File: config.mk
export PLATFORM = sky130hd
export DESIGN_NAME = muldiv
export DESIGN_NICKNAME = d
export VERILOG_FILES = /design/src/muldiv_pkg.sv /design/src/muldiv.sv /design/src/md_hilo_regs.sv /design/src/md_divider.sv /design/src/md_multiplier.sv /design/src/md_control.sv
export VERILOG_INCLUDE_DIRS = /design/src
export SDC_FILE = /design/constraint.sdc
export NUM_CORES = 2
export LEC_CHECK = 0
export BUFFER_PORTS_ARGS = -buffer_cell sky130_fd_sc_hd__clkbuf_2
export CAP_MARGIN = 20
export CORE_ASPECT_RATIO = 2
export CORE_UTILIZATION = 59
export CTS_CLUSTER_DIAMETER = 200
export DETAILED_ROUTE_END_ITERATION = 12
export PLACE_DENSITY = 0.78
export SLEW_MARGIN = 15
export SYNTH_ARGS = -nofsm -noshare
export SYNTH_HDL_FRONTEND = slang
export SYNTH_SLANG_ARGS = --single-unit
File: constraint.sdc
create_clock -name clk -period 6.8 [get_ports clk]
set_clock_uncertainty 0.1 [all_clocks]
set_input_delay 1.02 -clock clk [delete_from_list [all_inputs] [get_ports clk]]
set_output_delay 1.02 -clock clk [all_outputs]
set_load 0.01 [all_outputs]
File: src/muldiv_macros.svh
`ifndef MULDIV_MACROS_SVH
`define MULDIV_MACROS_SVH

// Datapath width of operands, HI, LO and result
`define MD_WIDTH       32

// Restoring divider iterations, one quotient bit each
`define MD_DIV_STEPS   32

////////////////////
// Operation codes
////////////////////
// Zero means no operation on this cycle
`define MD_OP_NOP      4'd0
`define MD_OP_DIV      4'd1
`define MD_OP_DIVU     4'd2
`define MD_OP_MFHI     4'd3
`define MD_OP_MFLO     4'd4
`define MD_OP_MTHI     4'd5
`define MD_OP_MTLO     4'd6
// MUL returns low word only, MULT/MULTU fill HI and LO
`define MD_OP_MUL      4'd7
`define MD_OP_MULT     4'd8
`define MD_OP_MULTU    4'd9

`endif
File: src/muldiv_pkg.sv
`include "muldiv_macros.svh"

package muldiv_pkg;

    ////////////////////
    // Data types
    ////////////////////
    // Operand, HI, LO and result word
    typedef logic [`MD_WIDTH-1:0] word_t;

    // Full multiplier product, HI in the upper half
    typedef logic [2*`MD_WIDTH-1:0] dword_t;

    // Operation code as issued by the pipeline
    typedef logic [3:0] md_op_t;

    // Divider step counter, wide enough to hold MD_DIV_STEPS itself
    typedef logic [$clog2(`MD_DIV_STEPS):0] step_cnt_t;

    ////////////////////
    // State machines
    ////////////////////
    // Sequencer states
    typedef enum logic [1:0] {
        ctrl_idle     = 2'd0,
        ctrl_mul_wait = 2'd1,
        ctrl_div_wait = 2'd2,
        ctrl_done     = 2'd3
    } ctrl_state_t;

    // Divider states
    typedef enum logic [1:0] {
        div_idle = 2'd0,
        div_run  = 2'd1,
        div_fin  = 2'd2
    } div_state_t;

endpackage

File: src/muldiv.sv
`timescale 1ns/1ps

module muldiv (
    input  logic                clk,
    input  logic                arst_n,
    input  muldiv_pkg::md_op_t  md_op,
    input  muldiv_pkg::word_t   rs_in,
    input  muldiv_pkg::word_t   rt_in,
    output muldiv_pkg::word_t   res_out,
    output logic                md_stall
);

    // Sequencer strobes
    logic                mul_start;
    logic                div_start;
    logic                is_signed;
    logic                mt_hi;
    logic                mt_lo;
    logic                mult_we;
    logic                div_done;

    // Datapath
    muldiv_pkg::dword_t  product;
    muldiv_pkg::word_t   quotient;
    muldiv_pkg::word_t   remainder;
    muldiv_pkg::word_t   hi;
    muldiv_pkg::word_t   lo;

    ////////////////////
    // Control
    ////////////////////
    md_control i_control (
        .clk       (clk),
        .arst_n    (arst_n),
        .md_op     (md_op),
        .div_done  (div_done),
        .product   (product),
        .hi        (hi),
        .lo        (lo),
        .mul_start (mul_start),
        .div_start (div_start),
        .is_signed (is_signed),
        .mt_hi     (mt_hi),
        .mt_lo     (mt_lo),
        .mult_we   (mult_we),
        .md_stall  (md_stall),
        .res_out   (res_out)
    );

    ////////////////////
    // Arithmetic
    ////////////////////
    md_multiplier i_multiplier (
        .clk       (clk),
        .arst_n    (arst_n),
        .mul_start (mul_start),
        .is_signed (is_signed),
        .rs_in     (rs_in),
        .rt_in     (rt_in),
        .product   (product)
    );

    // rs is the dividend, rt the divisor
    md_divider i_divider (
        .clk       (clk),
        .arst_n    (arst_n),
        .div_start (div_start),
        .is_signed (is_signed),
        .dividend  (rs_in),
        .divisor   (rt_in),
        .quotient  (quotient),
        .remainder (remainder),
        .div_done  (div_done)
    );

    ////////////////////
    // HI/LO
    ////////////////////
    md_hilo_regs i_hilo_regs (
        .clk       (clk),
        .arst_n    (arst_n),
        .mt_hi     (mt_hi),
        .mt_lo     (mt_lo),
        .mult_we   (mult_we),
        .div_we    (div_done),
        .rs_in     (rs_in),
        .product   (product),
        .quotient  (quotient),
        .remainder (remainder),
        .hi        (hi),
        .lo        (lo)
    );

endmodule

File: src/md_hilo_regs.sv
`timescale 1ns/1ps

module md_hilo_regs (
    input  logic                clk,
    input  logic                arst_n,
    input  logic                mt_hi,
    input  logic                mt_lo,
    input  logic                mult_we,
    input  logic                div_we,
    input  muldiv_pkg::word_t   rs_in,
    input  muldiv_pkg::dword_t  product,
    input  muldiv_pkg::word_t   quotient,
    input  muldiv_pkg::word_t   remainder,
    output muldiv_pkg::word_t   hi,
    output muldiv_pkg::word_t   lo
);

    localparam int W = $bits(muldiv_pkg::word_t);

    ////////////////////
    // HI register
    ////////////////////
    // Sources never overlap, order is just for readability
    always_ff @(posedge clk or negedge arst_n) begin
        if (!arst_n) begin
            hi <= '0;
        end else if (mt_hi) begin
            hi <= rs_in;
        end else if (mult_we) begin
            // Upper product half
            hi <= product[2*W-1:W];
        end else if (div_we) begin
            // Remainder goes to HI
            hi <= remainder;
        end
    end

    ////////////////////
    // LO register
    ////////////////////
    always_ff @(posedge clk or negedge arst_n) begin
        if (!arst_n) begin
            lo <= '0;
        end else if (mt_lo) begin
            lo <= rs_in;
        end else if (mult_we) begin
            lo <= product[W-1:0];
        end else if (div_we) begin
            // Quotient to LO
            lo <= quotient;
        end
    end

endmodule

File: src/md_divider.sv
`timescale 1ns/1ps
`include "muldiv_macros.svh"

module md_divider (
    input  logic               clk,
    input  logic               arst_n,
    input  logic               div_start,
    input  logic               is_signed,
    input  muldiv_pkg::word_t  dividend,
    input  muldiv_pkg::word_t  divisor,
    output muldiv_pkg::word_t  quotient,
    output muldiv_pkg::word_t  remainder,
    output logic               div_done
);

    localparam int W = $bits(muldiv_pkg::word_t);

    muldiv_pkg::div_state_t  state;
    muldiv_pkg::step_cnt_t   step_cnt;
    logic                    neg_quo;
    logic                    neg_rem;

    // Working registers, magnitudes only
    muldiv_pkg::word_t       rem_q;
    muldiv_pkg::word_t       quo_q;
    muldiv_pkg::word_t       dvs_q;

    muldiv_pkg::word_t       dividend_mag;
    muldiv_pkg::word_t       divisor_mag;
    muldiv_pkg::word_t       src_rem;
    muldiv_pkg::word_t       src_quo;
    muldiv_pkg::word_t       src_dvs;
    logic [W:0]              rem_shift;
    logic [W:0]              rem_diff;
    logic                    fits;
    muldiv_pkg::word_t       rem_next;
    muldiv_pkg::word_t       quo_next;
    logic                    step_en;

    ////////////////////
    // Magnitudes
    ////////////////////
    assign dividend_mag = (is_signed && dividend[W-1]) ? -dividend : dividend;
    assign divisor_mag  = (is_signed && divisor[W-1])  ? -divisor  : divisor;

    ////////////////////
    // Restoring step
    ////////////////////
    // Load cycle feeds the fresh operands, first quotient bit falls out there
    assign src_rem = (state == muldiv_pkg::div_idle) ? '0           : rem_q;
    assign src_quo = (state == muldiv_pkg::div_idle) ? dividend_mag : quo_q;
    assign src_dvs = (state == muldiv_pkg::div_idle) ? divisor_mag  : dvs_q;

    // Shift next dividend bit into the partial remainder
    assign rem_shift = {src_rem, src_quo[W-1]};
    assign fits      = (rem_shift >= {1'b0, src_dvs});
    assign rem_diff  = rem_shift - {1'b0, src_dvs};
    // Restore on no fit; zero divisor always fits, leaves dividend as remainder
    assign rem_next  = fits ? rem_diff[W-1:0] : rem_shift[W-1:0];
    assign quo_next  = {src_quo[W-2:0], fits};

    assign step_en = ((state == muldiv_pkg::div_idle) && div_start) ||
                     (state == muldiv_pkg::div_run);

    ////////////////////
    // Divider FSM
    ////////////////////
    always_ff @(posedge clk or negedge arst_n) begin
        if (!arst_n) begin
            state    <= muldiv_pkg::div_idle;
            step_cnt <= '0;
            neg_quo  <= 1'b0;
            neg_rem  <= 1'b0;
        end else begin
            case (state)
                muldiv_pkg::div_idle: begin
                    if (div_start) begin
                        // Quotient negative on sign mismatch, remainder follows dividend
                        neg_quo  <= is_signed && (dividend[W-1] ^ divisor[W-1]);
                        neg_rem  <= is_signed && dividend[W-1];
                        step_cnt <= muldiv_pkg::step_cnt_t'(1);
                        state    <= muldiv_pkg::div_run;
                    end
                end
                muldiv_pkg::div_run: begin
                    step_cnt <= step_cnt + 1'b1;
                    // Last step runs on this edge
                    if (step_cnt == muldiv_pkg::step_cnt_t'(`MD_DIV_STEPS - 1)) begin
                        state <= muldiv_pkg::div_fin;
                    end
                end
                muldiv_pkg::div_fin: state <= muldiv_pkg::div_idle;
                default:             state <= muldiv_pkg::div_idle;
            endcase
        end
    end

    // Datapath registers
    always_ff @(posedge clk) begin
        if (step_en) begin
            rem_q <= rem_next;
            quo_q <= quo_next;
        end
        if ((state == muldiv_pkg::div_idle) && div_start) begin
            dvs_q <= divisor_mag;
        end
    end

    ////////////////////
    // Sign correction
    ////////////////////
    // Valid while div_done is high
    assign quotient  = neg_quo ? -quo_q : quo_q;
    assign remainder = neg_rem ? -rem_q : rem_q;
    assign div_done  = (state == muldiv_pkg::div_fin);

endmodule

File: src/md_multiplier.sv
`timescale 1ns/1ps

module md_multiplier (
    input  logic                clk,
    input  logic                arst_n,
    input  logic                mul_start,
    input  logic                is_signed,
    input  muldiv_pkg::word_t   rs_in,
    input  muldiv_pkg::word_t   rt_in,
    output muldiv_pkg::dword_t  product
);

    localparam int W = $bits(muldiv_pkg::word_t);

    logic              rs_sign;
    logic              rt_sign;
    logic [2*W-1:0]    rs_ext;
    logic [2*W-1:0]    rt_ext;
    logic [2*W-1:0]    full_product;

    ////////////////////
    // Operand extension
    ////////////////////
    // Sign fill only for signed ops
    assign rs_sign = is_signed & rs_in[W-1];
    assign rt_sign = is_signed & rt_in[W-1];

    // Widened to the product width so both modes share one multiplier
    assign rs_ext = {{W{rs_sign}}, rs_in};
    assign rt_ext = {{W{rt_sign}}, rt_in};

    // Product modulo 2^64 is exact for either mode
    assign full_product = rs_ext * rt_ext;

    ////////////////////
    // Product register
    ////////////////////
    // Captured on the first cycle of a multiply
    // Held afterwards so MUL can read it at retire
    always_ff @(posedge clk or negedge arst_n) begin
        if (!arst_n) begin
            product <= '0;
        end else if (mul_start) begin
            product <= full_product;
        end
    end

endmodule

File: src/md_control.sv
`timescale 1ns/1ps
`include "muldiv_macros.svh"

module md_control (
    input  logic                clk,
    input  logic                arst_n,
    input  muldiv_pkg::md_op_t  md_op,
    input  logic                div_done,
    input  muldiv_pkg::dword_t  product,
    input  muldiv_pkg::word_t   hi,
    input  muldiv_pkg::word_t   lo,
    output logic                mul_start,
    output logic                div_start,
    output logic                is_signed,
    output logic                mt_hi,
    output logic                mt_lo,
    output logic                mult_we,
    output logic                md_stall,
    output muldiv_pkg::word_t   res_out
);

    logic                     is_mul;
    logic                     is_div;
    logic                     is_mult_hl;
    muldiv_pkg::ctrl_state_t  state_q;
    muldiv_pkg::ctrl_state_t  state_cur;
    muldiv_pkg::ctrl_state_t  state_nxt;

    ////////////////////
    // Decode
    ////////////////////
    assign is_div     = (md_op == `MD_OP_DIV) || (md_op == `MD_OP_DIVU);
    // Multiplies that write HI/LO
    assign is_mult_hl = (md_op == `MD_OP_MULT) || (md_op == `MD_OP_MULTU);
    assign is_mul     = is_mult_hl || (md_op == `MD_OP_MUL);
    // MUL counts as signed, same as MULT
    assign is_signed  = (md_op == `MD_OP_DIV) || (md_op == `MD_OP_MUL) ||
                        (md_op == `MD_OP_MULT);
    assign mt_hi      = (md_op == `MD_OP_MTHI);
    assign mt_lo      = (md_op == `MD_OP_MTLO);

    ////////////////////
    // Sequencer
    ////////////////////
    // Entry decode: in idle the new op picks its wait state this same cycle
    always_comb begin
        state_cur = state_q;
        if (state_q == muldiv_pkg::ctrl_idle) begin
            if (is_mul) begin
                state_cur = muldiv_pkg::ctrl_mul_wait;
            end else if (is_div) begin
                state_cur = muldiv_pkg::ctrl_div_wait;
            end
        end
    end

    // Start pulses only on the first cycle of an op
    assign mul_start = (state_q == muldiv_pkg::ctrl_idle) && is_mul;
    assign div_start = (state_q == muldiv_pkg::ctrl_idle) && is_div;

    always_comb begin
        state_nxt = state_cur;
        case (state_cur)
            muldiv_pkg::ctrl_idle:     state_nxt = muldiv_pkg::ctrl_idle;
            // Product lands at the end of the first cycle
            muldiv_pkg::ctrl_mul_wait: state_nxt = muldiv_pkg::ctrl_done;
            muldiv_pkg::ctrl_div_wait: begin
                if (div_done) begin
                    state_nxt = muldiv_pkg::ctrl_done;
                end
            end
            // Retire edge, next op enters from idle
            muldiv_pkg::ctrl_done:     state_nxt = muldiv_pkg::ctrl_idle;
            default:                   state_nxt = muldiv_pkg::ctrl_idle;
        endcase
    end

    always_ff @(posedge clk or negedge arst_n) begin
        if (!arst_n) begin
            state_q <= muldiv_pkg::ctrl_idle;
            mult_we <= 1'b0;
        end else begin
            state_q <= state_nxt;
            // Launched at the product edge, HI/LO take it from the product register
            mult_we <= mul_start && is_mult_hl;
        end
    end

    // Hold the pipeline until the retire cycle
    assign md_stall = (is_mul || is_div) && (state_cur != muldiv_pkg::ctrl_done);

    ////////////////////
    // Result mux
    ////////////////////
    always_comb begin
        case (md_op)
            `MD_OP_MFHI: res_out = hi;
            `MD_OP_MFLO: res_out = lo;
            `MD_OP_MUL:  res_out = product[`MD_WIDTH-1:0];
            default:     res_out = '0;
        endcase
    end

endmodule

==> summary.md <==
| Metric | Value |
|---|---|
| Outcome | complete, but fails checks |
| Failing checks | setup timing |
| Vias per inst | about 6.2 |
| YS warnings | 0 |
| Drt total wl | 212000 um |
| Syn Nets | 7368 |
| Routed vias | 47600 |
| Minimum clock period | 8.60 ns |
| Hold/Removal Path Class | input pin to asynchronous set/reset pin |
| Fin Setup TNS | -55.13 ns |
| Die Span Y | approximately 430 um |
| Initial DRC Count | 5144 |
| Worst-Skew Late Latency | 0.57 ns |
| Post-DRT Antenna Nets | 0 |
| Vias in the first global route | just over 50000 |
| Slowest stage delay, CP | 0.63 ns |
| Gr busiest metal | met2 |
| Clk sinks | 237 |
| Met2 Usage GRT | 0.771 |
| Fin util | 0.719 |
| R2R depth | 15 |
| Distinct cells, synth | 72 |
| Fin. max-slew vios | 0 |
| CTS Buf Count | 25 |
| CTS root buf | clkbuf_16 |
| Fin. Hold Viols | 0 |
| DIE AREA | 91100 um2 |
| Yosys reg bits | 237 |
| Slowest-stage cell, CP | fa_2 |
| Largest net degree at the start of global routing | 77 |
| Register area share after synthesis | 0.121 |
| Share of cells above drive strength 1 | 0.205 |
| Global-route wire length before repair | 308000 um |
| Avg Cell Area, Syn | about 9 um2 |
| Achievable Freq | 116 MHz |
| Clock buffer depth | 3 |
| Starting Density | 0.596 |
| WP data required | 7.18 ns |
| Placement Rows | between 150 and 200 |
| Cell Area, Synth | 53000 um2 |
| Critical Path AT | 8.98 ns |
| Met1 GRT Util | 0.445 |
| Total Routing Usage GR | 0.468 |
| CP Capture Type | flop |
| Leading cell types by count after synthesis | 1168 x inv_1, 1126 x fa_1, 995 x nand2_1, 396 x and2_1, 326 x clkbuf_1 |
| Worst-Margin Slew | between 1 and 1.5 ns |
| PortBufs | 102 |
| Initial DRT Pass Iterations | 10 |
| Critical path class | input pin to flop |
| Max-cap violations | 0 |
| Setup ws final | -1.80 ns |
| Synth Instances | ~5900 |
| HPWL after DPL | about 160000 um |
| # setup viols final | 44 |
| Critical-path maximum fanout | 4 |
| Post-synth EDFFs | 96 |
| # DRC | 0 |
| Final Wtd Congestion | 1.07 |
| Antenna violations before repair | 19 |
| IO Pins | between 100 and 150 |
| Hold Buf Count CTS | 0 |
| Core ar. | 89000 um2 |
| H-tree depth | 1 |
| Dominant synthesized flop cell | dfrtp_1 |
| Slew HR | 0.101 |
| Synth top area cells | fa_1 43%, inv_1 8.3%, nand2_1 7.0% |
| Fin crit share | 1.26 |
| Nets | a little under 8000 |
| Die Wd | roughly 210 um |
| Top cell type's share of synthesized area | 0.425 |
| WL/cell | 27.7 um |
| Most common cell in the synthesized netlist | inv_1 |
| Worst-path clk slew | ~0.07 ns |
| GR Overflow Total | 0 |
| RSZ-0062 raised after global routing | yes |
| CTS tree | done |
| Routing usage on met3 | 0.132 |
| Worst setup SP type | input pin |
| Area leader, netlist | fa_1 |
| Area Growth Syn to Fin | 20.7% |
| FFs w/ async S/R, synth | 0.595 |
sequential cells by signal (all words and copies together) (netlist names):
name and flops:
i_control.mult_we 1, i_control.state_q 2, i_divider.dvs_q 32, i_divider.neg_quo 1, i_divider.neg_rem 1, i_divider.quo_q 32
i_divider.rem_q 32, i_divider.state 2, i_divider.step_cnt 6, i_hilo_regs.hi 32, i_hilo_regs.lo 32, i_multiplier.product 64
metal layers:
metal	wire (um)	vias up
li1	-	19100
met1	58500	23500
met4	31200	16
met2	100000	3327
met5	118	-
met3	22200	1603
area by class of cell:
type                       instances  area (um2)
antenna                           16        40.0
clock buffer                      34         742
clock inverter                    11        93.8
fill                            6354       25000
inverter                        1169        4420
multi-input combinational       4131       42800
sequential                       237        6410
tap                             1177        1470
timing repair buffer             898        8060
metrics by stage:
| step | cells | hold WS [ns] | setup WS, ns | cell area (um2) |
|---|---|---|---|---|
| after floorplan | 5921 | 0.339 | -2.22 | 54000 |
| after global placement | 7503 | 0.365 | -2.52 | 60100 |
| after detailed placement | 7504 | 0.390 | -2.65 | 60100 |
| after CTS | 7611 | 0.396 | -1.73 | 62700 |
| after global routing | 7659 | 0.424 | -1.98 | 64000 |
| final | 7673 | 0.389 | -1.80 | 64000 |
cell families (layout without fill, tap and decap cells):
family	after synthesis	in the layout	share of synthesized area
AOI/OAI and AO/OA	704	704	0.0844
xor gates and xnor gates	214	214	0.0354
adders and majority gates	1377	1377	0.484
buffers and inverters	1553	2112	0.110
DFF	237	237	0.121
muxes	41	41	0.00779
other	0	16	0
and+or+nand+nor	1795	1795	0.157
worst max-delay path, delay by kind of cell:
| kind | cells | cell delay (ns) |
|---|---|---|
| fa+ha+maj | 9 | 4.47 |
| simple gates | 3 | 0.64 |
| compound gates | 10 | 1.77 |
| buf+inv | 10 | 0.90 |
| xor+xnor | 1 | 0.18 |
placed cells by master, fill, tap and decap left out, drive strengths merged, types with 128 or more instances in the layout:
master and count:
and2 396, clkbuf 128, a21oi 170, buf 804, fa 1126, o21ai 231, nor2 183, nand2 995
dfrtp 141, ha 251, inv 1168
timing repair:
item / CTS / global route
setup endpoints to repair: 50 / 53
gates cloned: 0 / 3
buffers inserted: 65 / 47
gates resized for setup: 293 / 217
pin swaps: 180 / 122
path summary, 6_finish.rpt:
kind	startpoint	end	slack (ns)
worst max-delay path	md_op[1]	i_multiplier.product[58]	-1.80
worst min-delay path	arst_n	i_multiplier.product[11]	0.39
worst max register to register	i_divider.state[1]	i_divider.rem_q[30]	1.80
worst min register to register	i_divider.step_cnt[5]	i_divider.state[1]	0.40
max in group asynchronous	arst_n	i_multiplier.product[60]	4.70
min in group clk	i_divider.step_cnt[5]	i_divider.state[1]	0.40
Power is left out: the tool's default activity adds up to more than one toggle a clock period on the data nets, which glitch-free logic cannot reach.
